[src/icache_cfg_pkg.sv]
package icache_cfg_pkg;

    localparam int TAG_W          = 19;
    localparam int INDEX_W        = 8;
    localparam int OFFSET_W       = 5;   // byte offset inside a 32-byte line
    localparam int WORDS_PER_LINE = 8;
    localparam int NUM_SETS       = 256;

    // one fetch address, seen either whole or split for lookup
    typedef union packed {
        logic [31:0] raw;                    // exact byte address
        struct packed {
            logic [TAG_W-1:0]      tag;
            logic [INDEX_W-1:0]    index;
            logic [2:0]            word;     // word within the line
            logic [OFFSET_W-4:0]   byte_off;
        } f;
    } fetch_addr_u;

endpackage

[src/icache_tag_ram.sv]
module icache_tag_ram (
    input  logic                             clk,
    input  logic                             rst,
    input  logic [icache_cfg_pkg::INDEX_W-1:0] rd_index,
    input  logic                             wr_en,
    input  logic [icache_cfg_pkg::INDEX_W-1:0] wr_index,
    input  logic [icache_cfg_pkg::TAG_W-1:0]   wr_tag,
    output logic [icache_cfg_pkg::TAG_W-1:0]   rd_tag,
    output logic                             rd_valid
);

    import icache_cfg_pkg::*;

    logic [TAG_W-1:0]    tag_mem [NUM_SETS];
    logic [NUM_SETS-1:0] valid_bits;

    // tag storage, plain block ram
    always_ff @(posedge clk) begin
        if (wr_en) begin
            tag_mem[wr_index] <= wr_tag;
        end
        rd_tag <= tag_mem[rd_index];
    end

    // valid flags live in flops so reset can wipe them
    always_ff @(posedge clk) begin
        if (rst) begin
            valid_bits <= '0;
            rd_valid   <= 1'b0;
        end else begin
            if (wr_en) begin
                valid_bits[wr_index] <= 1'b1;
            end
            rd_valid <= valid_bits[rd_index]; // old value on same-index write
        end
    end

endmodule

[config.mk]
export PLATFORM = sky130hd
export DESIGN_NAME = icache_tag_ram
export DESIGN_NICKNAME = d
export VERILOG_FILES = /design/src/icache_cfg_pkg.sv /design/src/icache_tag_ram.sv
export SDC_FILE = /design/constraint.sdc
export NUM_CORES = 2
export LEC_CHECK = 0
export BUFFER_PORTS_ARGS = -buffer_cell sky130_fd_sc_hd__buf_2
export CORE_ASPECT_RATIO = 0.8
export CORE_UTILIZATION = 57
export CTS_CLUSTER_SIZE = 20
export DETAILED_ROUTE_END_ITERATION = 10
export GPL_TIMING_DRIVEN = 0
export PLACE_DENSITY = 0.72
export SETUP_SLACK_MARGIN = 0.1
export SLEW_MARGIN = 20
export SYNTH_ARGS = -nofsm -noshare
export SYNTH_HDL_FRONTEND = slang
export SYNTH_MEMORY_MAX_BITS = 65536
export SYNTH_SLANG_ARGS = --single-unit
[constraint.sdc]
create_clock -name clk -period 2.9 [get_ports clk]
set_input_delay 0.58 -clock clk [delete_from_list [all_inputs] [get_ports clk]]
set_output_delay 0.58 -clock clk [all_outputs]
set_load 0.05 [all_outputs]
==> results.py <==
metrics = {
    "run_status": {
        "outcome": "finished with violations",
        "violations": "negative setup slack",
    },
    "clock_network": {
        "htreeDepth": 5,
        "path_clk_slew_ps": 70,
        "clk_latency_ps": 1060,
        "cts_made_buffers": 467,
        "clk_root_buffer_cell": "clkbuf_16",
        "cts_tree": "yes",
        "cts.sinks": 5140,
        "cts_buffer_depth": 4,
    },
    "cells_and_area": {
        "layout_common_cells": "4,864 x edfxtp_1, 1,387 x mux4_2, 489 x nor2_1",
        "layout_commonest_cell": "edfxtp_1",
        "final_nets": 9695,
        "regArea_um2": 151600,
        "fillers": 20480,
        "drive_gt1_frac": 0.3435,
        "area_delta_synth_final_pct": 18.27,
        "multi_input_area_um2": 45590,
    },
    "power": {
        "p_seq_frac": 0.529,
        "switchingPower_mw": 34.64,
        "intPower_mw": 119.2,
        "pwr-share-comb": 0.068,
        "p_per_area_nw_per_um2": 662.9,
        "clockPowerShare": 0.404,
        "p_sw_frac": 0.2251,
        "vdd_ir_drop_max_v": 0.0007264,
        "p_leak_nw": 73.11,
    },
    "global_route": {
        "grt_max_degree": 137,
        "grt_pass1_wl_mm": 899.9,
        "grt_pass1_vias": 100400,
        "grt_overflow": 0,
        "antenna_found_initial": 64,
        "groute.usage.overall": 0.3966,
    },
    "yosys": {
        "ys_top_cells_by_area": "edfxtp_1 74%, mux4_2 16%, dfxtp_1 2.8%",
        "avgSynthCellArea_um2": 22.54,
        "ys_async_sr_fraction": 0,
        "synth.distinct_cells": 52,
        "syn_area_um2": 196300,
        "syn_inst": 8708,
        "synth_top_cell_area_share": 0.7442,
        "synth_ff_type": "edfxtp_1",
        "ys_seq_elements": 5140,
        "syn_nets": 8746,
        "synth_area_leader_cell": "edfxtp_1",
        "synth_warnings": 0,
        "ys_seq_area_frac": 0.7723,
        "synth_edf_count": 4864,
    },
    "sta": {
        "whs_ps": 21.20,
        "setup_slack_ps": -325.8,
        "timing.fmax_ghz": 0.3100,
        "fin_skew_ps": 80.89,
        "slew_viol_final": 0,
        "hold_viol": 0,
        "tightest_slew_ps": 1162,
        "setup_viol": 18,
        "rsz0062_at_grt": "true",
        "relSlewSlack": 0.2254,
        "finalCritPeriodShare": 1.112,
        "post-route-min-period_ps": 3226,
    },
    "setup_path": {
        "worstPathArrival_ps": 4160,
        "r2r_start": "tag_mem[116][6]",
        "path_cells": "clkbuf_4 > buf_12 > clkinv_16 > buf_4 > buf_6 > buf_6 > mux2i_2 > a221oi_4 > nand4_1 > nor4_4",
        "r2r_cells": 6,
        "rr_endpoint": "rd_tag[6]",
        "crit_path_max_incr_delay_ps": 820,
        "critPathMaxFanout": 10,
        "start_kind": "input port",
        "crit_end": "rd_tag[11]",
        "startpoint": "rd_index[4]",
        "regToRegSetupSlack_ps": -180,
        "crit_type": "in -> reg",
        "worst_ep_required_time_ps": 3830,
        "cp-end-kind": "flop",
        "crit_path_frequent_cell": "buf_6",
        "cp_slowest_cell": "nand4_1",
    },
    "placed_design": {
        "gp_congestion": 1.039,
        "place_ws_ps": -3702,
        "dp_hpwl_mm": 479.0,
        "port-buffer-count": 48,
    },
    "routing": {
        "ant_nets": 0,
        "drc": 0,
        "routed_wl_mm": 691.1,
        "wl_per_cell_um": 47.20,
        "drt_iter0_markers": 20620,
        "viasPerCell": 7.235,
        "dr.pass1.iters": 8,
        "via_count": 105900,
    },
    "die": {
        "fp.dieW_um": 658.1,
        "dieArea_um2": 346700,
        "core_um2": 342300,
        "rows": 192,
        "pin_count": 58,
        "start_util": 0.5734,
        "die_h_um": 526.9,
    },
    "job": {
        "drv_cap": 0,
    },
    "worst_hold_path": {
        "whs_path_depth": 1,
        "hold_class": "in -> reg",
    },
}
timing repair:
item,in CTS,in global routing
endpoints found under the hold margin,472,0
setup endpoints to repair,114,340
gates resized for setup,829,172
buffers inserted,35,76
pin swaps,78,62
hold buffers,14,0
gates cloned,1,6
metal layers:
layer  vias up  share of wire  global-route usage
met5         -        0.00068                   0
met4        38          0.060              0.2001
met3      1583           0.18              0.1952
met2      9841           0.42              0.5376
met1     55760           0.34              0.5349
li1      38710              -                   -
per-stage QoR:
stage          utilization  area, um^2  std cells  TNS [ps]  total power, mW
2_1_floorplan            -      196300       8708     -1552            86.96
3_3_place_gp        0.5907      202200      13320         -            91.63
3_5_place_dp        0.6174      211300      13620  -2636240            91.91
4_1_cts             0.6734      230500      14530         0            152.9
5_1_grt             0.6780      232100      14630    -189.8            156.3
6_report            0.6781      232100      14640     -2505            153.9
flip-flops by register name, summed over array words and instances (netlist names):
name / flops
rd_tag: 19
tag_mem: 4864
valid_bits: 256
rd_valid: 1
power by group through the flow:
stage | logic, mW | registers (mW) | clock network (mW)
floorplan | 3.81 | 83.2 | 0
global route | 10.4 | 81.3 | 64.6
finish | 10.4 | 81.4 | 62.1
CTS | 9.69 | 81.4 | 61.9
detailed placement | 8.95 | 83.0 | 0
global placement | 8.40 | 83.2 | 0
cells in the mapped netlist (14+ instances only):
| cell | number |
|---|---|
| o221ai_1 | 25 |
| nor2b_1 | 14 |
| nand4_1 | 35 |
| a22oi_1 | 115 |
| buf_1 | 23 |
| mux4_2 | 1387 |
| nor2_1 | 759 |
| nor4_1 | 20 |
| dfxtp_1 | 276 |
| buf_4 | 66 |
| edfxtp_1 | 4864 |
| a211oi_1 | 19 |
| nand3_1 | 29 |
| mux2i_1 | 394 |
| o21ba_2 | 29 |
| buf_2 | 156 |
| nand2_1 | 64 |
| clkbuf_1 | 159 |
| a22o_1 | 15 |
| o22ai_1 | 57 |
| buf_6 | 59 |
worst min path at each step:
stage / start / to
after global placement: valid_bits[0] / valid_bits[0]
final: wr_tag[7] / tag_mem[218][7]
after CTS: wr_tag[7] / tag_mem[202][7]
after global routing: wr_tag[7] / tag_mem[203][7]
after detailed placement: valid_bits[170] / valid_bits[170]
after floorplan: valid_bits[106] / valid_bits[106]
logic make-up (layout without fill, tap and decap cells):
| logic type | Yosys count | after routing | share of synthesized area |
|---|---|---|---|
| and+or+nand+nor | 980 | 984 | 0.02086 |
| DFF | 5140 | 5140 | 0.7723 |
| other | 0 | 29 | 0 |
| buffers and inverters | 485 | 1825 | 0.01487 |
| AOI/OAI and AO/OA | 322 | 322 | 0.01271 |
| muxes | 1781 | 1781 | 0.1792 |
critical path, delay by kind of cell:
kind	cells	cell delay (ps)
AO/OA/AOI/OAI	1	630
buffers and inverters	6	1340
multiplexers	1	230
AND/OR/NAND/NOR	2	1300
layout make-up:
cell class              instances  share of cell area
diodes                         29           0.0003126
plain buffers                 479             0.02329
clock buffers                 599             0.05405
clock inverters               265             0.01122
inverters                       5           0.0002156
multi-input cells            3087              0.1964
flip-flops and latches       5140              0.6530
well taps                    4559             0.02457
repair buffers                477             0.03696
Note: power is estimated with default switching activity, not from simulation.
