[src/icache_cfg_pkg.sv]
package icache_cfg_pkg;

    localparam int TAG_W          = 19;
    localparam int INDEX_W        = 8;
    localparam int OFFSET_W       = 5;   // byte offset inside a 32-byte line
    localparam int WORDS_PER_LINE = 8;
    localparam int NUM_SETS       = 256;

    // one fetch address, seen either whole or split for lookup
    typedef union packed {
        logic [31:0] raw;                    // exact byte address
        struct packed {
            logic [TAG_W-1:0]      tag;
            logic [INDEX_W-1:0]    index;
            logic [2:0]            word;     // word within the line
            logic [OFFSET_W-4:0]   byte_off;
        } f;
    } fetch_addr_u;

endpackage

[src/axi_rd_pkg.sv]
package axi_rd_pkg;

    import icache_cfg_pkg::*;

    // arlen is beats minus one
    localparam logic [7:0] BURST_LEN_LINE   = 8'(WORDS_PER_LINE - 1);
    localparam logic [7:0] BURST_LEN_SINGLE = 8'd0;

    // arsize encoding, 2 means 4 bytes per beat
    localparam logic [2:0] BEAT_SIZE_WORD   = 3'd2;

endpackage

[src/icache_refill.sv]
module icache_refill (
    input  logic                                    clk,
    input  logic                                    rst,
    input  logic                                    refill_start,
    input  logic                                    line_mode,
    input  icache_cfg_pkg::fetch_addr_u             addr,
    // read channel
    output logic [31:0]                             araddr,
    output logic [7:0]                              arlen,
    output logic [2:0]                              arsize,
    output logic                                    arvalid,
    input  logic                                    arready,
    input  logic [31:0]                             rdata,
    input  logic                                    rlast,
    input  logic                                    rvalid,
    output logic                                    rready,
    // fill side
    output logic [icache_cfg_pkg::WORDS_PER_LINE-1:0] fill_wen,
    output logic [31:0]                             fill_word,
    output logic                                    refill_done,
    output logic [31:0]                             cap_word1,
    output logic [31:0]                             cap_word2
);

    import icache_cfg_pkg::*;
    import axi_rd_pkg::*;

    logic       mode_q;   // 1 = line burst, 0 = single uncached beat
    logic [2:0] cnt;      // beat number within the burst
    logic [2:0] next_word;
    logic       beat;

    assign beat      = rvalid & rready;
    assign next_word = addr.f.word + 3'd1;

    // address held by the requester, so these stay stable under arvalid
    assign araddr = mode_q ? {addr.f.tag, addr.f.index, {OFFSET_W{1'b0}}} : addr.raw;
    assign arlen  = mode_q ? BURST_LEN_LINE : BURST_LEN_SINGLE;
    assign arsize = BEAT_SIZE_WORD;

    always_ff @(posedge clk) begin
        if (rst) begin
            arvalid <= 1'b0;
            rready  <= 1'b0;
            mode_q  <= 1'b0;
            cnt     <= '0;
        end else begin
            if (refill_start) begin
                arvalid <= 1'b1;
                mode_q  <= line_mode;
                cnt     <= '0;
            end else if (arvalid && arready) begin
                arvalid <= 1'b0;
                rready  <= 1'b1;
            end
            if (beat) begin
                cnt <= cnt + 3'd1;   // only moves on a real transfer
                if (rlast) begin
                    rready <= 1'b0;
                end
            end
        end
    end

    // grab the requested words as they fly past
    always_ff @(posedge clk) begin
        if (beat && (!mode_q || cnt == addr.f.word)) begin
            cap_word1 <= rdata;
        end
        if (beat && mode_q && addr.f.word != 3'd7 && cnt == next_word) begin
            cap_word2 <= rdata;
        end
    end

    // one-hot strobe per beat, none for uncached
    always_comb begin
        fill_wen = '0;
        if (beat && mode_q) begin
            fill_wen[cnt] = 1'b1;
        end
    end

    assign fill_word   = rdata;
    assign refill_done = beat & rlast;

endmodule

[config.mk]
export PLATFORM = sky130hd
export DESIGN_NAME = icache_refill
export DESIGN_NICKNAME = d
export VERILOG_FILES = /design/src/icache_cfg_pkg.sv /design/src/axi_rd_pkg.sv /design/src/icache_refill.sv
export SDC_FILE = /design/constraint.sdc
export NUM_CORES = 1
export LEC_CHECK = 0
export ABC_CLOCK_PERIOD_IN_PS = 6600
export BUFFER_PORTS_ARGS = -buffer_cell sky130_fd_sc_hd__buf_2
export CORE_MARGIN = 2
export CORE_UTILIZATION = 41
export CTS_BUF_LIST = sky130_fd_sc_hd__clkbuf_4 sky130_fd_sc_hd__clkbuf_8
export DETAILED_ROUTE_END_ITERATION = 10
export PLACE_DENSITY = 0.89
export SLEW_MARGIN = 20
export SYNTH_ARGS = -nofsm -noshare
export SYNTH_HDL_FRONTEND = slang
export SYNTH_SLANG_ARGS = --single-unit
[constraint.sdc]
create_clock -name clk -period 6.6 [get_ports clk]
set_input_delay 0.66 -clock clk [delete_from_list [all_inputs] [get_ports clk]]
set_output_delay 0.66 -clock clk [all_outputs]
set_load 0.01 [all_outputs]
==> results of run 1 <==
==> worst max-delay path: stages, from the launching register on <==
cell     delay, ns
dfxtp_1       0.61
nand3_2       0.16
or2_4         0.29
nor3_2        0.12
buf_2         0.16
==> final timing paths <==
check,start,to,slack [ns],cells past startpoint
worst min-delay path,arvalid$_SDFFE_PP0P_,arvalid$_SDFFE_PP0P_,0.51,2
worst max-delay path,mode_q$_SDFFE_PP0P_,fill_wen[0],4.27,4
worst min register to register,arvalid$_SDFFE_PP0P_,arvalid$_SDFFE_PP0P_,0.51,2
worst max register to register,cnt[2]$_SDFFE_PP0P_,cap_word1[20]$_DFFE_PP_,4.60,4
==> cells in the mapped netlist <==
library cell / instances
ha_1: 3
a31oi_1: 2
edfxtp_1: 64
a21oi_1: 3
dfxtp_1: 6
nor3_2: 1
nor4_1: 1
conb_1: 2
nand2b_1: 3
buf_6: 2
and2b_1: 4
nand4b_1: 2
nand2_2: 1
or2_1: 1
or2_4: 1
nand4_1: 1
clkbuf_8: 1
a21oi_2: 1
nor3_1: 2
inv_1: 1
nor2b_1: 1
xnor2_1: 5
nor2_1: 7
mux2i_1: 1
nand3_1: 5
buf_4: 70
nand2_1: 2
and3_2: 1
nand3_2: 1
==> sequential cells by signal, summed over array words and instances, names as in the netlist <==
register / count
cap_word2: 32
mode_q: 1
arvalid: 1
rready: 1
cap_word1: 32
cnt: 3
==> power breakdown <==
| group | total, uW | internal (uW) | switching [uW] |
|---|---|---|---|
| clock network | 314 | 145 | 169 |
| logic | 59.0 | 25.8 | 33.3 |
| registers | 490 | 487 | 3.13 |
| total | 863 | 658 | 206 |
==> cell type report <==
class	count	share of cell area, %
timing repair buffer	160	23.2
multi-input combinational	57	10.6
clock inverter	7	1.79
inverter	1	0.106
tap	96	3.38
clock buffer	9	3.48
sequential	70	57.4
==> metrics by stage <==
step                      cell area [um^2]  hold slack [ns]  setup WS, ns  utilization (%)  cells
after global placement                3340            0.479          4.21             48.7    383
after detailed placement              3340            0.494          4.08             48.7    383
after global routing                  3560            0.499          4.17             51.8    400
after floorplan                       2970            0.500          1.73                -    201
final                                 3560            0.507          4.27             51.8    400
after CTS                             3530            0.502          4.26             51.4    399
==> logic make-up after synthesis <==
group,Yosys count
simple gates,34
mux,1
buf+inv,74
fa+ha+maj,3
compound gates,6
xor+xnor,5
flops,70
other cells,2
==> layer usage <==
layer	track usage, %	share of wire, %	vias up
li1	-	-	814
met2	22.1	50	118
met4	8.95	3.8	0
met5	0	0	-
met1	13.9	37	790
met3	4.94	9.3	22
==> flow_summary.ini, run 1 <==
[clocking]
clk_latency_ns = 0.33
clock-sinks = 70
cts_tree = built
cts.htree.levels = 3
post_cts_resized = 0
clk_path_buf_depth = 2
cts_buffers = 9
postCtsSetupBuffers = 0
ctsHoldBuffers = 0
cts_root_buf = clkbuf_8
cts.clk_slew.worst_paths_ns = 0.08

[finish]
multi_input_area_um2 = 378
drive_above_1_share_pct = 60.5
layout.nets = 373
final_common_cell = buf_2
most-common-layout-cells = buf_2, edfxtp_1, clkbuf_8
antenna_cells = 0
synthToLayoutAreaGrowth_pct = 20.8
regArea_um2 = 2040
n_fill_cell = 588

[yosys]
syn_area_per_cell_um2 = 15.1
ys_ff_latch = 70
ys_top_cells_by_area = edfxtp_1, buf_4, dfxtp_1
synth_top_area_cell = edfxtp_1
synth_xor_area_share_pct = 1.49
synthCells = 195
synth_top_area_share_pct = 65.3
netlist_area_um2 = 2950
synthMuxAreaShare_pct = 0.340
synth_fa_ha_area_share_pct = 1.27
synth_top_family_by_area = buffers and inverters
ys_types = 29
synthSimpleGateAreaFrac_pct = 6.88
ys_seq_area_share_pct = 69.3
synth_compound_area_share_pct = 1.23
synth_warnings = 0

[sta]
hold_viol_final = 0
final.setup.tns_ns = 0
slew_headroom_pct = 55.7
layout_min_cycle_time_ns = 2.33
finalClockSkew_ns = 0.00887
period_share_pct = 35.2
rsz0062_at_grt = false
final-setup-viol-count = 0
tightest_slew_ns = 0.664
drv_slew = 0
fmax_mhz = 430

[die]
ios = 221
core_um2 = 6870
die_y_um = 88.8
initial_core_util_pct = 42.9
die_area_um2 = 7880
rows = 30
dieWidth_um = 88.8

[power]
p_leak_uw = 0.00151
design_power_total_uw = 863
power_density_nw_per_um2 = 243
ir_worst_vdd_v = 0.0000760

[drt]
drc_errors = 0
routed_wl_mm = 5.80
via_per_inst = 4.36
drt-initial-drc-count = 30
firstDrtPassIters = 6
wire_per_inst_um = 14.5
vias = 1744
ant_nets = 0

[setup_path]
cp_max_fo = 12
critPathLaunchType = register
crit_type = register to output port
required_ns = 5.94
crit_arrival_ns = 1.67
crit_path_end_kind = output port

[placed_design]
place.gp.congestion = 0.807
portBuffers = 158
dp_hpwl_mm = 4.25

[worst_hold_path]
hp-class = register to register

[global_route]
grt_max_degree = 33
grt_pass1_wl_mm = 7.58
gr-usage-all-layers_pct = 13.3
grt_pass1_vias = 1499
antenna_found_initial = 0
overflow = 0

[run]
drv_cap = 0

[status]
outcome = finished clean
No activity file was read; power rests on OpenSTA's default activity.
==> run 2: changes to the inputs <==
- ABC_AREA: not set -> 1
- ABC_CLOCK_PERIOD_IN_PS: 6600 -> 2040
- CORE_UTILIZATION: 41 -> 37
- PLACE_DENSITY: 0.89 -> 0.85
- clock period: 6.6 -> 2.04 ns (I/O delays scaled with it)
==> run 2 against run 1 <==
  * Synthesized area is 0.34% higher
  * Critical path depth rose by 1
  * Flip-flop and latch count is the same
  * First-iteration DRC count grew 63%
  * Global-route usage rose by 0.31 points
  * Largest power group unchanged
  * Sequential power grew to 3.2 times the previous value
  * Setup slack got worse by 3.8 ns
  * Register-to-register slack got worse by 4.1 ns
  * Total power grew to 3.4 times the previous value
  * Die area up 11%
==> flow_summary.ini, run 2 <==
[worst_hold_path]
hp-class = primary input to register

[global_route]
grt.busiest_layer = met2
overflow = 0
gr-usage-met1_pct = 14.6
antenna_found_initial = 0
gr-usage-all-layers_pct = 13.6
met3_usage_pct = 5.40
grt_max_degree = 33
grt_pass1_vias = 1665
grt_pass1_wl_mm = 8.63
grt_util_met2_pct = 23.3

[die]
initial_core_util_pct = 38.2
die_area_um2 = 8720
core_um2 = 7730
die_y_um = 93.4
rows = 32
dieWidth_um = 93.4
ios = 221

[status]
outcome = finished clean

[yosys]
ys.flop_type = edfxtp_1
synthArstFlopShare_pct = 0
synth_top_area_share_pct = 65.0
synth_warnings = 0
ys_ff_latch = 70
synth_most_common_cell = buf_4
netlist_area_um2 = 2960
ys_top_cells_by_area = edfxtp_1, buf_4, dfxtp_1
netlist_top_cells_count = buf_4, edfxtp_1, nand2_1, nor2_1, inv_1
synth_top_area_cell = edfxtp_1
ys_types = 20
ys_seq_area_share_pct = 69.1
syn_area_per_cell_um2 = 13.6
synthCells = 217
synth_edf_count = 64

[drt]
drc_errors = 0
wire_per_inst_um = 14.1
vias = 1819
firstDrtPassIters = 4
routed_wl_mm = 6.07
via_per_inst = 4.23
drt-initial-drc-count = 49
ant_nets = 0

[clocking]
cts_tree = built
post_cts_resized = 0
cts.htree.levels = 3
postCtsSetupBuffers = 0
clk_latency_ns = 0.33
cts_buffers = 9
clk_path_buf_depth = 2
ctsHoldBuffers = 0
cts_root_buf = clkbuf_8
clock-sinks = 70
cts.clk_slew.worst_paths_ns = 0.07

[finish]
antenna_cells = 0
final_util_pct = 47.4
layout.nets = 398
reg_top3 = cap_word1 (32), cap_word2 (32), cnt (3)
regArea_um2 = 2040
final_common_cell = buf_2
n_fill_cell = 667
multi_input_area_um2 = 387
drive_above_1_share_pct = 56.1
most-common-layout-cells = buf_2, edfxtp_1, nand2_1, nor2_1, inv_1
synthToLayoutAreaGrowth_pct = 23.8

[setup_path]
endpoint = fill_wen[7]
crit_path_end_kind = output port
startpoint = rready$_SDFF_PP0_
reg2reg_from = cnt[2]$_SDFFE_PP0P_
reg2reg_to = cap_word2[22]$_DFFE_PP_
crit_type = register to output port
r2r_cells = 6
required_ns = 1.84
critPathLaunchType = register
ff2ff_setup_slack_ns = 0.51
crit_arrival_ns = 1.35
cp_max_fo = 9

[placed_design]
place.gp.congestion = 0.808
dp_hpwl_mm = 4.72
portBuffers = 158

[sta]
hold_viol_final = 0
finalClockSkew_ns = 0.0125
drv_slew = 0
period_share_pct = 76.4
final-setup-viol-count = 0
rsz0062_at_grt = false
fmax_mhz = 642
layout_min_cycle_time_ns = 1.56

[power]
ir_worst_vdd_v = 0.000302
internal-power_uw = 2340
power_density_nw_per_um2 = 805
design_power_total_uw = 2950
p_leak_uw = 0.00162
p_comb_share_pct = 7.0
seq_power_share_pct = 53.7
p_sw_share_pct = 20.6
pwr-share-clk_pct = 39.4
switchingPower_uw = 606

[run]
drv_cap = 0
-- run 2: cell type report --
| class | count | share of cell area (%) |
|---|---|---|
| inverters | 14 | 1.50 |
| repair buffers | 161 | 22.9 |
| clock buffers | 9 | 3.38 |
| flip-flops and latches | 70 | 55.8 |
| multi-input cells | 68 | 10.6 |
| well taps | 102 | 3.49 |
| clock inverters | 6 | 2.36 |
-- run 2: critical path, stage by stage, from the launching register on --
cell	delay, ns
dfxtp_1	0.40
nand2_4	0.13
nor2_4	0.11
nand2_1	0.12
nor2_1	0.12
buf_2	0.15
-- run 2: logic make-up (layout without fill, tap and decap cells) --
group,count (synthesis),count (layout),synth area share (%)
AND/OR/NAND/NOR,48,48,7.45
flip-flops,70,70,69.1
other,2,8,0.254
buffers and inverters,85,190,20.0
XOR/XNOR,1,1,0.296
adder cells (fa/ha/maj),3,3,1.27
AO/OA/AOI/OAI,8,8,1.61
-- run 2: stage by stage --
stage | setup TNS, ns | cells | area, um^2 | setup WS, ns | hold slack [ns]
after CTS | 0 | 430 | 3660 | 0.457 | 0.0399
final | 0 | 430 | 3660 | 0.482 | 0.0676
after floorplan | -0.379 | 223 | 3010 | -0.0119 | 0.273
after global routing | 0 | 430 | 3660 | 0.356 | 0.0475
after detailed placement | 0 | 415 | 3450 | 0.267 | 0.407
after global placement | 0 | 415 | 3450 | 0.307 | 0.402
-- run 2: how the worst min path moves through the flow --
stage                     startpoint                endpoint  slack (ns)  cells past startpoint
after global placement      rdata[3]  cap_word1[3]$_DFFE_PP_        0.40                      1
after CTS                   rdata[2]  cap_word2[2]$_DFFE_PP_        0.04                      1
after global routing        rdata[4]  cap_word2[4]$_DFFE_PP_        0.05                      1
final                       rdata[2]  cap_word2[2]$_DFFE_PP_        0.07                      1
after floorplan                  rst     cnt[0]$_SDFFE_PP0P_        0.27                      1
after detailed placement    rdata[2]  cap_word2[2]$_DFFE_PP_        0.41                      1
-- run 2: layer usage --
metal / part of all wire [%] / vias up / wire length (um)
met4: 2.0 / 0 / 124
met3: 10 / 20 / 612
met2: 50 / 126 / 3060
li1: - / 865 / -
met1: 37 / 808 / 2280
met5: 0 / - / 0
-- run 2: power groups by stage --
stage / registers, uW / clock network (uW) / logic, uW
6_report: 1580 / 1160 / 206
5_1_grt: 1580 / 1270 / 227
2_1_floorplan: 1620 / 0 / 191
3_5_place_dp: 1610 / 0 / 209
3_3_place_gp: 1610 / 0 / 202
4_1_cts: 1580 / 1200 / 209
