==> src/icache_cfg_pkg.sv <==
package icache_cfg_pkg;

    localparam int TAG_W          = 19;
    localparam int INDEX_W        = 8;
    localparam int OFFSET_W       = 5;   // byte offset inside a 32-byte line
    localparam int WORDS_PER_LINE = 8;
    localparam int NUM_SETS       = 256;

    // one fetch address, seen either whole or split for lookup
    typedef union packed {
        logic [31:0] raw;                    // exact byte address
        struct packed {
            logic [TAG_W-1:0]      tag;
            logic [INDEX_W-1:0]    index;
            logic [2:0]            word;     // word within the line
            logic [OFFSET_W-4:0]   byte_off;
        } f;
    } fetch_addr_u;

endpackage

==> src/icache_lru.sv <==
module icache_lru (
    input  logic                             clk,
    input  logic                             rst,
    input  logic [icache_cfg_pkg::INDEX_W-1:0] index,
    input  logic                             lru_touch,
    input  logic                             touch_hit,
    input  logic                             hit_way,
    output logic                             victim_way
);

    import icache_cfg_pkg::*;

    // bit per set, value is the way to evict next
    logic [NUM_SETS-1:0] lru_bits;

    assign victim_way = lru_bits[index];

    always_ff @(posedge clk) begin
        if (rst) begin
            lru_bits <= '0;
        end else if (lru_touch) begin
            if (touch_hit) begin
                lru_bits[index] <= ~hit_way;          // other way goes next
            end else begin
                // fill went into the victim, so point at the other one
                lru_bits[index] <= ~lru_bits[index];
            end
        end
    end

endmodule

==> config.mk <==
export PLATFORM = sky130hd
export DESIGN_NAME = icache_lru
export DESIGN_NICKNAME = d
export VERILOG_FILES = /design/src/icache_cfg_pkg.sv /design/src/icache_lru.sv
export SDC_FILE = /design/constraint.sdc
export NUM_CORES = 1
export LEC_CHECK = 0
export ABC_AREA = 1
export CORE_MARGIN = 4
export CORE_UTILIZATION = 45
export DETAILED_ROUTE_END_ITERATION = 16
export DONT_BUFFER_PORTS = 1
export PLACE_DENSITY = 0.57
export REMOVE_ABC_BUFFERS = 1
export SYNTH_ARGS = -nofsm -noshare
export SYNTH_HDL_FRONTEND = slang
export SYNTH_SLANG_ARGS = --single-unit
export TNS_END_PERCENT = 5
==> constraint.sdc <==
create_clock -name clk -period 3.3 [get_ports clk]
set_input_delay 0.495 -clock clk [delete_from_list [all_inputs] [get_ports clk]]
set_output_delay 0.495 -clock clk [all_outputs]
set_load 0.01 [all_outputs]
==> impl_results.md, run 1 <==
* WHS Path Cells at 1
* Die H at 183 um
* Top cells by area, synth: dfxtp_1 37%, nand2_1 28%, a21oi_1 9.4%, o21ai_0 6.7%, nor3_1 6.1%
* Number of synthesized register bits at 256
* Num CTS Buffers at 30
* Pin count of the biggest net entering global routing at 257
* Critical R2R Capture: lru_bits[83]$_SDFFE_PP0P_
* GRT Total Usage at 0.284
* Top Usage Layer GRT: met2
* P_leak at 5.68 nW
* Synth cell types at 18
* CTS sink cnt at 256
* Diodes inserted at 0
* Wire per inst at 18.9 um
* Max reg flops at 256
* Layout cells sized above 1 at 0.0538
* Starting Density at 0.461
* M1 GR Usage at 0.411
* DR vias at 14,700
* Top Ports at 14
* Status: completed
* Pwr dens at 447 mW/mm2
* Drt first pass iters at 6
* Die Footprint at 0.0336 mm2
* Number of global-route vias before repair at 13,031
* Place WS at 0.121 ns
* Clock-pin transition on the worst setup and hold timing paths at 0.06 ns
* Clock Latency Late Sink at 0.57 ns
* Row cnt at 63
* First-pass GRT wire length at 76,500 um
* Crit path kind: input pin to output port
* Area delta synth->final at 9.43%
* Fmax at 0.317 GHz
* H-tree levels at 1
* Met2 Use GR at 0.458
* Grt ovf at 0
* Post-Syn Area per Cell at 5.99 um2
* # Max-Cap Violations at 0
* Top reg by flops: lru_bits
* Final Hold Vio Count at 0
* HP Class: input pin to register
* Startpoint types: input pin
* CP Data Arrival Time at 2.66 ns
* Root Driver: clkbuf_16
* Gp weighted congestion at 0.936
* CTS tree: built
* Die width at 183 um
* Placed Cells at 2,583
* Hold Crit Start: rst
* Slew Viols, Final at 0
* Core area at 0.0300 mm2
* Share of the synthesized area in the top cell type at 0.371
* Vias per cell at 5.57
* Min Clock Period, post-route at 3.16 ns
* DRC viols at 0
* Yosys top cell by area: dfxtp_1
* Hold Path Sink: lru_bits[49]$_SDFFE_PP0P_
* Final setup vio count at 0
* Met3 Usage GRT at 0.0264
* Worst Setup End Kind: output port
* WHS at 0.0184 ns
* Fin util at 0.504
* Launching point of the worst reg2reg path: lru_bits[172]$_SDFFE_PP0P_
* Synth Instances at 2,307
* Post-layout nets at 2,238
* DR iter-0 viols at 1,445
* Max-slew headroom at 0.155
* Sequential share of the synthesized area at 0.371
* Tcrit/Tclk final at 0.956
* Routed Antenna Nets at 0
* FF-to-FF path depth at 16
* Worst Skew at 0.0253 ns
* Final Non-Filler Cells at 2,638
* Total power at 0.00676 W
* Total Wirelength at 49,800 um
* VDD IR-drop max at 0.424 mV
* Synth Cell Area at 0.0138 mm2
* RSZ-0062 raised after global routing: false
* Setup WS post-layout at 0.144 ns
* Yosys warning count at 0
* Initial antenna violation count at 1
* Worst Tran Pin Value at 1.27 ns
* IO Port Bufs at 0
* CP required at 2.80 ns
* Biggest regs: lru_bits (256)
* FF-to-FF setup slack at 0.82 ns
* Crit Path Max Fanout at 105
* DP HPWL at 28,200 um
* Clock Path Buffers at 3
==> layer usage <==
layer | part of all wire | vias up
met5 | 0 | -
li1 | - | 7238
met4 | 0.028 | 0
met1 | 0.45 | 6840
met2 | 0.45 | 537
met3 | 0.071 | 85
==> layout make-up <==
type / instances / area, um2
tap: 390 / 488
clock buffer: 48 / 910
timing repair buffer: 67 / 666
fill: 3162 / 14800
multi-input combinational: 1816 / 7640
clock inverter: 7 / 68.8
sequential: 256 / 5120
inverter: 54 / 211
==> cell usage after synthesis <==
cell type and instances:
o21ai_0 185, clkbuf_1 121, a21oi_1 260, nor2_1 140, dfxtp_1 256, buf_2 24
buf_6 12, inv_2 4, nor3_1 167, nand3_1 23, nand2_1 1036, nand2_2 1
inv_1 41, buf_1 8, buf_4 16, clkinv_1 9, o21ai_1 2, nor2_2 2
==> stage by stage <==
step	instance area (um2)	setup TNS (ns)
after floorplan	12900	-374.66
after CTS	15100	0
after global placement	14100	0
after detailed placement	14100	0
final	15100	0
after global routing	15100	0
==> report_power, final <==
part | total [W] | switching [W] | internal [W]
sequential | 0.00310 | 0.00000262 | 0.00310
combinational | 0.000321 | 0.000263 | 0.0000582
clock | 0.00334 | 0.00139 | 0.00196
total | 0.00676 | 0.00165 | 0.00511
==> worst max-delay path by stage <==
stage / startpoint / endpoint / slack, ns / depth (start not counted)
global route: index[0] / victim_way / 0.05 / 16
CTS: index[0] / victim_way / 0.13 / 13
floorplan: touch_hit / lru_bits[0]$_SDFFE_PP0P_ / -1.50 / 5
global placement: index[0] / lru_bits[75]$_SDFFE_PP0P_ / 0.12 / 17
detailed placement: index[0] / lru_bits[42]$_SDFFE_PP0P_ / 0.12 / 16
finish: index[0] / victim_way / 0.14 / 16
==> worst max-delay path: stages <==
cell and delay (ns):
clkinv_2 0.17, buf_4 0.27, buf_4 0.19, nand2_1 0.06, nand2_1 0.04, nand2_1 0.07, nand2_1 0.09, nand2_1 0.06
nand2_1 0.06, o21ai_0 0.16, nand2_1 0.09, nor2_1 0.14, nor2_1 0.06, nor2_1 0.28, nand2_2 0.16, buf_4 0.18
==> placed cells by master (no fill, tap or decap) <==
cell,synthesis,final
nand2_1,1036,1035
buf_12,0,13
nor2_1,140,140
dfxtp_1,256,256
inv_1,41,40
clkbuf_16,0,31
inv_8,0,2
clkinv_2,0,5
nor2_4,0,1
nand3_1,23,23
clkinvlp_4,0,1
nor2_2,2,1
nor3_1,167,167
clkinv_1,9,9
clkbuf_1,121,10
a21oi_1,260,260
clkbuf_8,0,7
bufinv_16,0,1
nand2_2,1,1
nand2_8,0,1
o21ai_0,185,185
inv_2,4,3
buf_4,16,54
o21ai_1,2,2
==> cell families after synthesis <==
family	count (synthesis)	share of synthesized area
compound gates	447	0.162
simple gates	1369	0.390
flops	256	0.371
buf+inv	235	0.0769
==> timing repair <==
item,4_1_cts,5_1_grt
endpoints found under the setup margin,0,1
resized for setup,0,2
setup buffers,0,0
hold buffers,0,0
Note: power is estimated with default switching activity, not from simulation.
==> run 2: changes to the inputs <==
- CTS_CLUSTER_DIAMETER: not set -> 80
- PLACE_DENSITY: 0.57 -> 0.59
- clock period: 3.3 -> 2.9 ns (I/O delays scaled with it)
==> run 2 against run 1 <==
  * Register-to-register slack lost 0.67 ns
  * Sequential share of layout area down 1.7 points
  * Flip-flop and latch count stayed put
  * Total power up 12%
  * Wire length grew 3.5%
  * First-iteration DRC count up 9.0%
  * Clock-buffer cell count fell by 8
  * Sequential power increased by 14%
  * Die area unchanged
  * Core utilization grew 2.7 points
  * Critical path depth fell by 2
  * Critical endpoint unchanged
  * Largest cell class unchanged
==> impl_results.md, run 2 (synthesized netlist as in run 1, its figures left out) <==
* Multi-input gate area at 0.00769 mm2
* HP Class: input pin to register
* Max-slew headroom at 0.156
* P_leak at 6.19 nW
* Fmax at 0.363 GHz
* Launching point of the worst reg2reg path: lru_bits[200]$_SDFFE_PP0P_
* Critical R2R Capture: lru_bits[248]$_SDFFE_PP0P_
* CTS tree: built
* Initial antenna violation count at 0
* # Max-Cap Violations at 0
* H-tree levels at 1
* CTS sink cnt at 256
* CP Data Arrival Time at 2.32 ns
* CP required at 2.47 ns
* FF-to-FF path depth at 18
* Starting Density at 0.461
* DR vias at 15,175
* Placed cell area at 0.0142 mm2
* GRT Total Usage at 0.291
* Crit Path Max Fanout at 4
* Biggest regs: lru_bits (256)
* Die Footprint at 0.0336 mm2
* Clock Path Buffers at 3
* Most frequent cells in the layout: 1,035 x nand2_1, 256 x dfxtp_1, 255 x a21oi_1
* DRC viols at 0
* Total Wirelength at 51,500 um
* Root Driver: clkbuf_16
* Post-route cell area at 0.0159 mm2
* First-pass GRT wire length at 78,100 um
* Hold Path Sink: lru_bits[43]$_SDFFE_PP0P_
* Vias per cell at 5.60
* Worst Setup End Kind: output port
* Layout cells sized above 1 at 0.0702
* Gp weighted congestion at 0.874
* Status: completed
* Area delta synth->final at 15.2%
* Post-layout nets at 2,314
* Most common cell after layout, fill and taps aside: nand2_1
* Die width at 183 um
* Final Hold Vio Count at 0
* Worst Skew at 0.0142 ns
* DR iter-0 viols at 1,575
* Num CTS Buffers at 31
* IO Port Bufs at 0
* Tcrit/Tclk final at 0.951
* Grt ovf at 0
* Die H at 183 um
* Fill count at 3,070
* Final Non-Filler Cells at 2,711
* Placed Cells at 2,594
* Number of global-route vias before repair at 13,751
* Routed Antenna Nets at 0
* FF-to-FF setup slack at 0.15 ns
* Slew Viols, Final at 0
* DP HPWL at 28,400 um
* Worst Tran Pin Value at 1.26 ns
* Min Clock Period, post-route at 2.76 ns
* Core area at 0.0300 mm2
* RSZ-0062 raised after global routing: true
* VDD IR-drop max at 0.550 mV
* Row cnt at 63
* Max reg flops at 256
* WHS Path Cells at 2
* Hold Crit Start: rst
* Diodes inserted at 0
* Final setup vio count at 0
* Sequential standard cell area at 0.00512 mm2
* Pwr dens at 478 mW/mm2
* Top reg by flops: lru_bits
* Startpoint types: register
* Top Ports at 14
* Clock-pin transition on the worst setup and hold timing paths at 0.06 ns
* Crit path kind: register to output port
* Clock Latency Late Sink at 0.57 ns
* Wire per inst at 19.0 um
* Pin count of the biggest net entering global routing at 143
* Crit path launch: lru_bits[200]$_SDFFE_PP0P_
* Drt first pass iters at 5
-- run 2: worst max path at each step --
stage	to	depth (start not counted)
after floorplan	lru_bits[0]$_SDFFE_PP0P_	5
after global placement	lru_bits[231]$_SDFFE_PP0P_	16
after detailed placement	lru_bits[153]$_SDFFE_PP0P_	16
after CTS	lru_bits[237]$_SDFFE_PP0P_	18
after global routing	lru_bits[167]$_SDFFE_PP0P_	18
final	victim_way	14
-- run 2: power by group --
part           internal, W  switching [W]  leakage, nW
combinational    0.0000862       0.000360         3.66
sequential         0.00352     0.00000302         2.06
clock              0.00204        0.00159        0.468
total              0.00565        0.00195         6.19
-- run 2: what timing repair did --
action                                  4_1_cts  5_1_grt
endpoints found under the setup margin        1       43
endpoints found under the hold margin       184        0
resized for setup                             3       16
cloned                                        0        6
hold buffers                                 45        0
setup buffers                                 0       13
pin swaps                                     0        5
-- run 2: stage by stage --
step,util,hold slack [ns],total power [W],setup slack (ns),setup TNS [ns]
after floorplan,-,0.438,0.00376,-1.84,-461.70
after global placement,0.475,0.448,0.00397,-0.0822,-12.51
after detailed placement,0.475,0.451,0.00397,-0.161,-33.33
after CTS,0.522,0.259,0.00762,0.0130,0
after global routing,0.531,0.301,0.00778,-0.0500,-0.740
final,0.531,0.309,0.00761,0.142,0
-- run 2: area by class of cell --
class,instances,share of cell area
timing repair buffer,140,0.0924
sequential,256,0.322
inverter,54,0.0133
clock buffer,40,0.0534
multi-input combinational,1818,0.484
clock inverter,13,0.00456
tap,390,0.0307
-- run 2: metal layers --
layer | vias up | wire, um | share of wire | track usage
met5 | - | 0 | 0 | 0
met4 | 0 | 2220 | 0.043 | 0.104
met3 | 113 | 4210 | 0.082 | 0.0454
met2 | 639 | 23100 | 0.45 | 0.471
met1 | 7026 | 22000 | 0.43 | 0.394
li1 | 7397 | - | - | -
-- run 2: worst max-delay path: stages (launching register included) --
cell	delay, ns
dfxtp_1	0.32
nand2_1	0.06
nand2_1	0.05
nand2_1	0.05
nand3_1	0.07
nand2_1	0.06
nand2_1	0.07
o21ai_2	0.21
buf_6	0.15
nand2_1	0.05
nor2_1	0.08
nor2_1	0.05
nor2_2	0.23
nand2_4	0.12
buf_4	0.18
==> run 3: changes to the inputs <==
- clock period: 2.9 -> 2.3 ns (I/O delays scaled with it)
==> run 3 against run 2 <==
  * Largest cell class unchanged
  * Critical path type unchanged
  * Combinational power rose by 28%
  * Flip-flop and latch count unchanged
  * Cell count decreased by 0.30%
  * The flow now finishes with violations (hold timing, setup timing)
  * Critical path depth stayed put
  * Clock power rose by 33%
  * Highest routed layer unchanged
  * Worst setup slack lost 0.28 ns
  * Sequential share of layout area decreased by 0.71 points
==> impl_results.md, run 3 (synthesized netlist as in run 1, its figures left out) <==
* Multi-input gate area at 0.00801 mm2
* Initial antenna violation count at 0
* VDD IR-drop max at 0.524 mV
* Root Driver: clkbuf_16
* Total Wirelength at 51,900 um
* Gp weighted congestion at 0.860
* Crit path kind: register to output port
* CP required at 1.96 ns
* Wire per inst at 19.2 um
* Clock Latency Late Sink at 0.58 ns
* Routed Antenna Nets at 0
* Setup TNS at -0.136 ns
* Met2 Use GR at 0.467
* Grt ovf at 0
* Share of power burned in registers at 0.452
* Worst Tran Pin Value at 0.990 ns
* Placed cell area at 0.0147 mm2
* Die width at 183 um
* Status: finished with violations
* Area delta synth->final at 18.0%
* Num CTS Buffers at 30
* Top reg by flops: lru_bits
* IO Port Bufs at 0
* Slew Viols, Final at 0
* GRT Total Usage at 0.290
* Comb power frac at 0.058
* Min Clock Period, post-route at 2.44 ns
* Fill count at 3,094
* Post-layout nets at 2,303
* RSZ-0062 raised after global routing: true
* Core area at 0.0300 mm2
* Internal power at 0.00741 W
* Worst Setup End Kind: output port
* DR vias at 15,292
* Worst Skew at 0.0229 ns
* Max-slew headroom at 0.339
* Biggest regs: lru_bits (256)
* First-pass GRT wire length at 78,400 um
* H-tree levels at 1
* Layout cells sized above 1 at 0.125
* Diodes inserted at 0
* Final Hold Vio Count at 42
* # Max-Cap Violations at 0
* Post-route cell area at 0.0163 mm2
* Top Ports at 14
* Number of global-route vias before repair at 13,817
* Pin count of the biggest net entering global routing at 257
* Met3 Usage GRT at 0.0405
* Clock power share at 0.490
* Pwr dens at 603 mW/mm2
* Most frequent cells in the layout: 1,010 x nand2_1, 250 x dfxtp_1, 202 x a21oi_1
* Drt first pass iters at 7
* Final setup vio count at 1
* WHS at -0.160 ns
* DR iter-0 viols at 1,666
* Sequential standard cell area at 0.00513 mm2
* Max reg flops at 256
* Die H at 183 um
* CP Data Arrival Time at 2.09 ns
* Violated checks: hold timing, setup timing
* Crit Path Max Fanout at 2
* DRC viols at 0
* Sw Share at 0.246
* Place WS at -0.444 ns
* Clock Path Buffers at 3
* CTS tree: built
* Row cnt at 63
* HP Class: input pin to register
* P_leak at 6.15 nW
* P_sw at 0.00241 W
* Die Footprint at 0.0336 mm2
* Fmax at 0.411 GHz
* Clock-pin transition on the worst setup and hold timing paths at 0.06 ns
* DP HPWL at 29,100 um
* Tcrit/Tclk final at 1.06
* M1 GR Usage at 0.400
* Top Usage Layer GRT: met2
* Starting Density at 0.461
* Vias per cell at 5.66
* Startpoint types: register
* CTS sink cnt at 256
* Setup WS post-layout at -0.136 ns
* Most common cell after layout, fill and taps aside: nand2_1
run 3: cell count changes in the layout (fill, tap and decap cells not counted), sizes merged:
cell | previous run | this run
dlygate4sd3 | 43 | 0
buf | 93 | 124
clkinv | 22 | 21
clkbuf | 44 | 49
bufinv | 0 | 2
nand2 | 1039 | 1038
inv | 45 | 44
run 3: power groups by stage:
stage | clock, W | sequential (W) | combinational [W]
after floorplan | 0 | 0.00454 | 0.000204
after global placement | 0 | 0.00454 | 0.000545
after detailed placement | 0 | 0.00454 | 0.000545
after CTS | 0.00485 | 0.00445 | 0.000548
after global routing | 0.00504 | 0.00444 | 0.000591
final | 0.00481 | 0.00445 | 0.000570
run 3: critical path, stage by stage, from the launching register on:
cell and delay (ns):
dfxtp_2 0.32, nand2_2 0.06, nand2_2 0.07, nand2_2 0.08, nand2_2 0.04, nand2_1 0.05
nand2_1 0.04, o21ai_1 0.12, buf_4 0.15, nand2_4 0.06, nor2_4 0.13, nor2_2 0.05
nor2_2 0.14, nand2_2 0.08, buf_6 0.14
run 3: area by class of cell:
| cell class | instances | area share |
|---|---|---|
| Multi-Input combinational cell | 1817 | 0.491 |
| Sequential cell | 256 | 0.315 |
| Timing Repair Buffer | 131 | 0.0905 |
| Clock buffer | 42 | 0.0525 |
| Tap cell | 390 | 0.0299 |
| Inverter | 54 | 0.0130 |
| Clock inverter | 13 | 0.00776 |
run 3: what timing repair did:
| item | CTS | global route |
|---|---|---|
| pin swaps | 12 | 15 |
| endpoints found under the hold margin | 256 | 256 |
| gates resized for setup | 24 | 108 |
| gates cloned | 0 | 8 |
| endpoints found under the setup margin | 136 | 257 |
| setup buffers | 1 | 4 |
run 3: stage by stage:
stage	utilization	cells	power [W]	hold WS, ns
after global routing	0.544	2703	0.0101	-0.173
after floorplan	-	2126	0.00475	0.414
after detailed placement	0.489	2636	0.00509	0.442
final	0.544	2703	0.00983	-0.160
after global placement	0.489	2636	0.00509	0.449
after CTS	0.524	2691	0.00985	-0.162
run 3: path summary, 6_finish.rpt:
check	start	endpoint	slack, ns	cells after the start
max	lru_bits[136]$_SDFFE_PP0P_	victim_way	-0.14	14
min	rst	lru_bits[104]$_SDFFE_PP0P_	-0.16	1
max reg2reg	lru_bits[136]$_SDFFE_PP0P_	lru_bits[115]$_SDFFE_PP0P_	0.02	19
min reg2reg	lru_bits[109]$_SDFFE_PP0P_	lru_bits[109]$_SDFFE_PP0P_	0.46	2
run 3: routing by layer:
metal  part of all wire  wire length [um]
met4              0.038              2000
met3              0.082              4230
met5                  0                 0
met1               0.43             22300
met2               0.45             23300
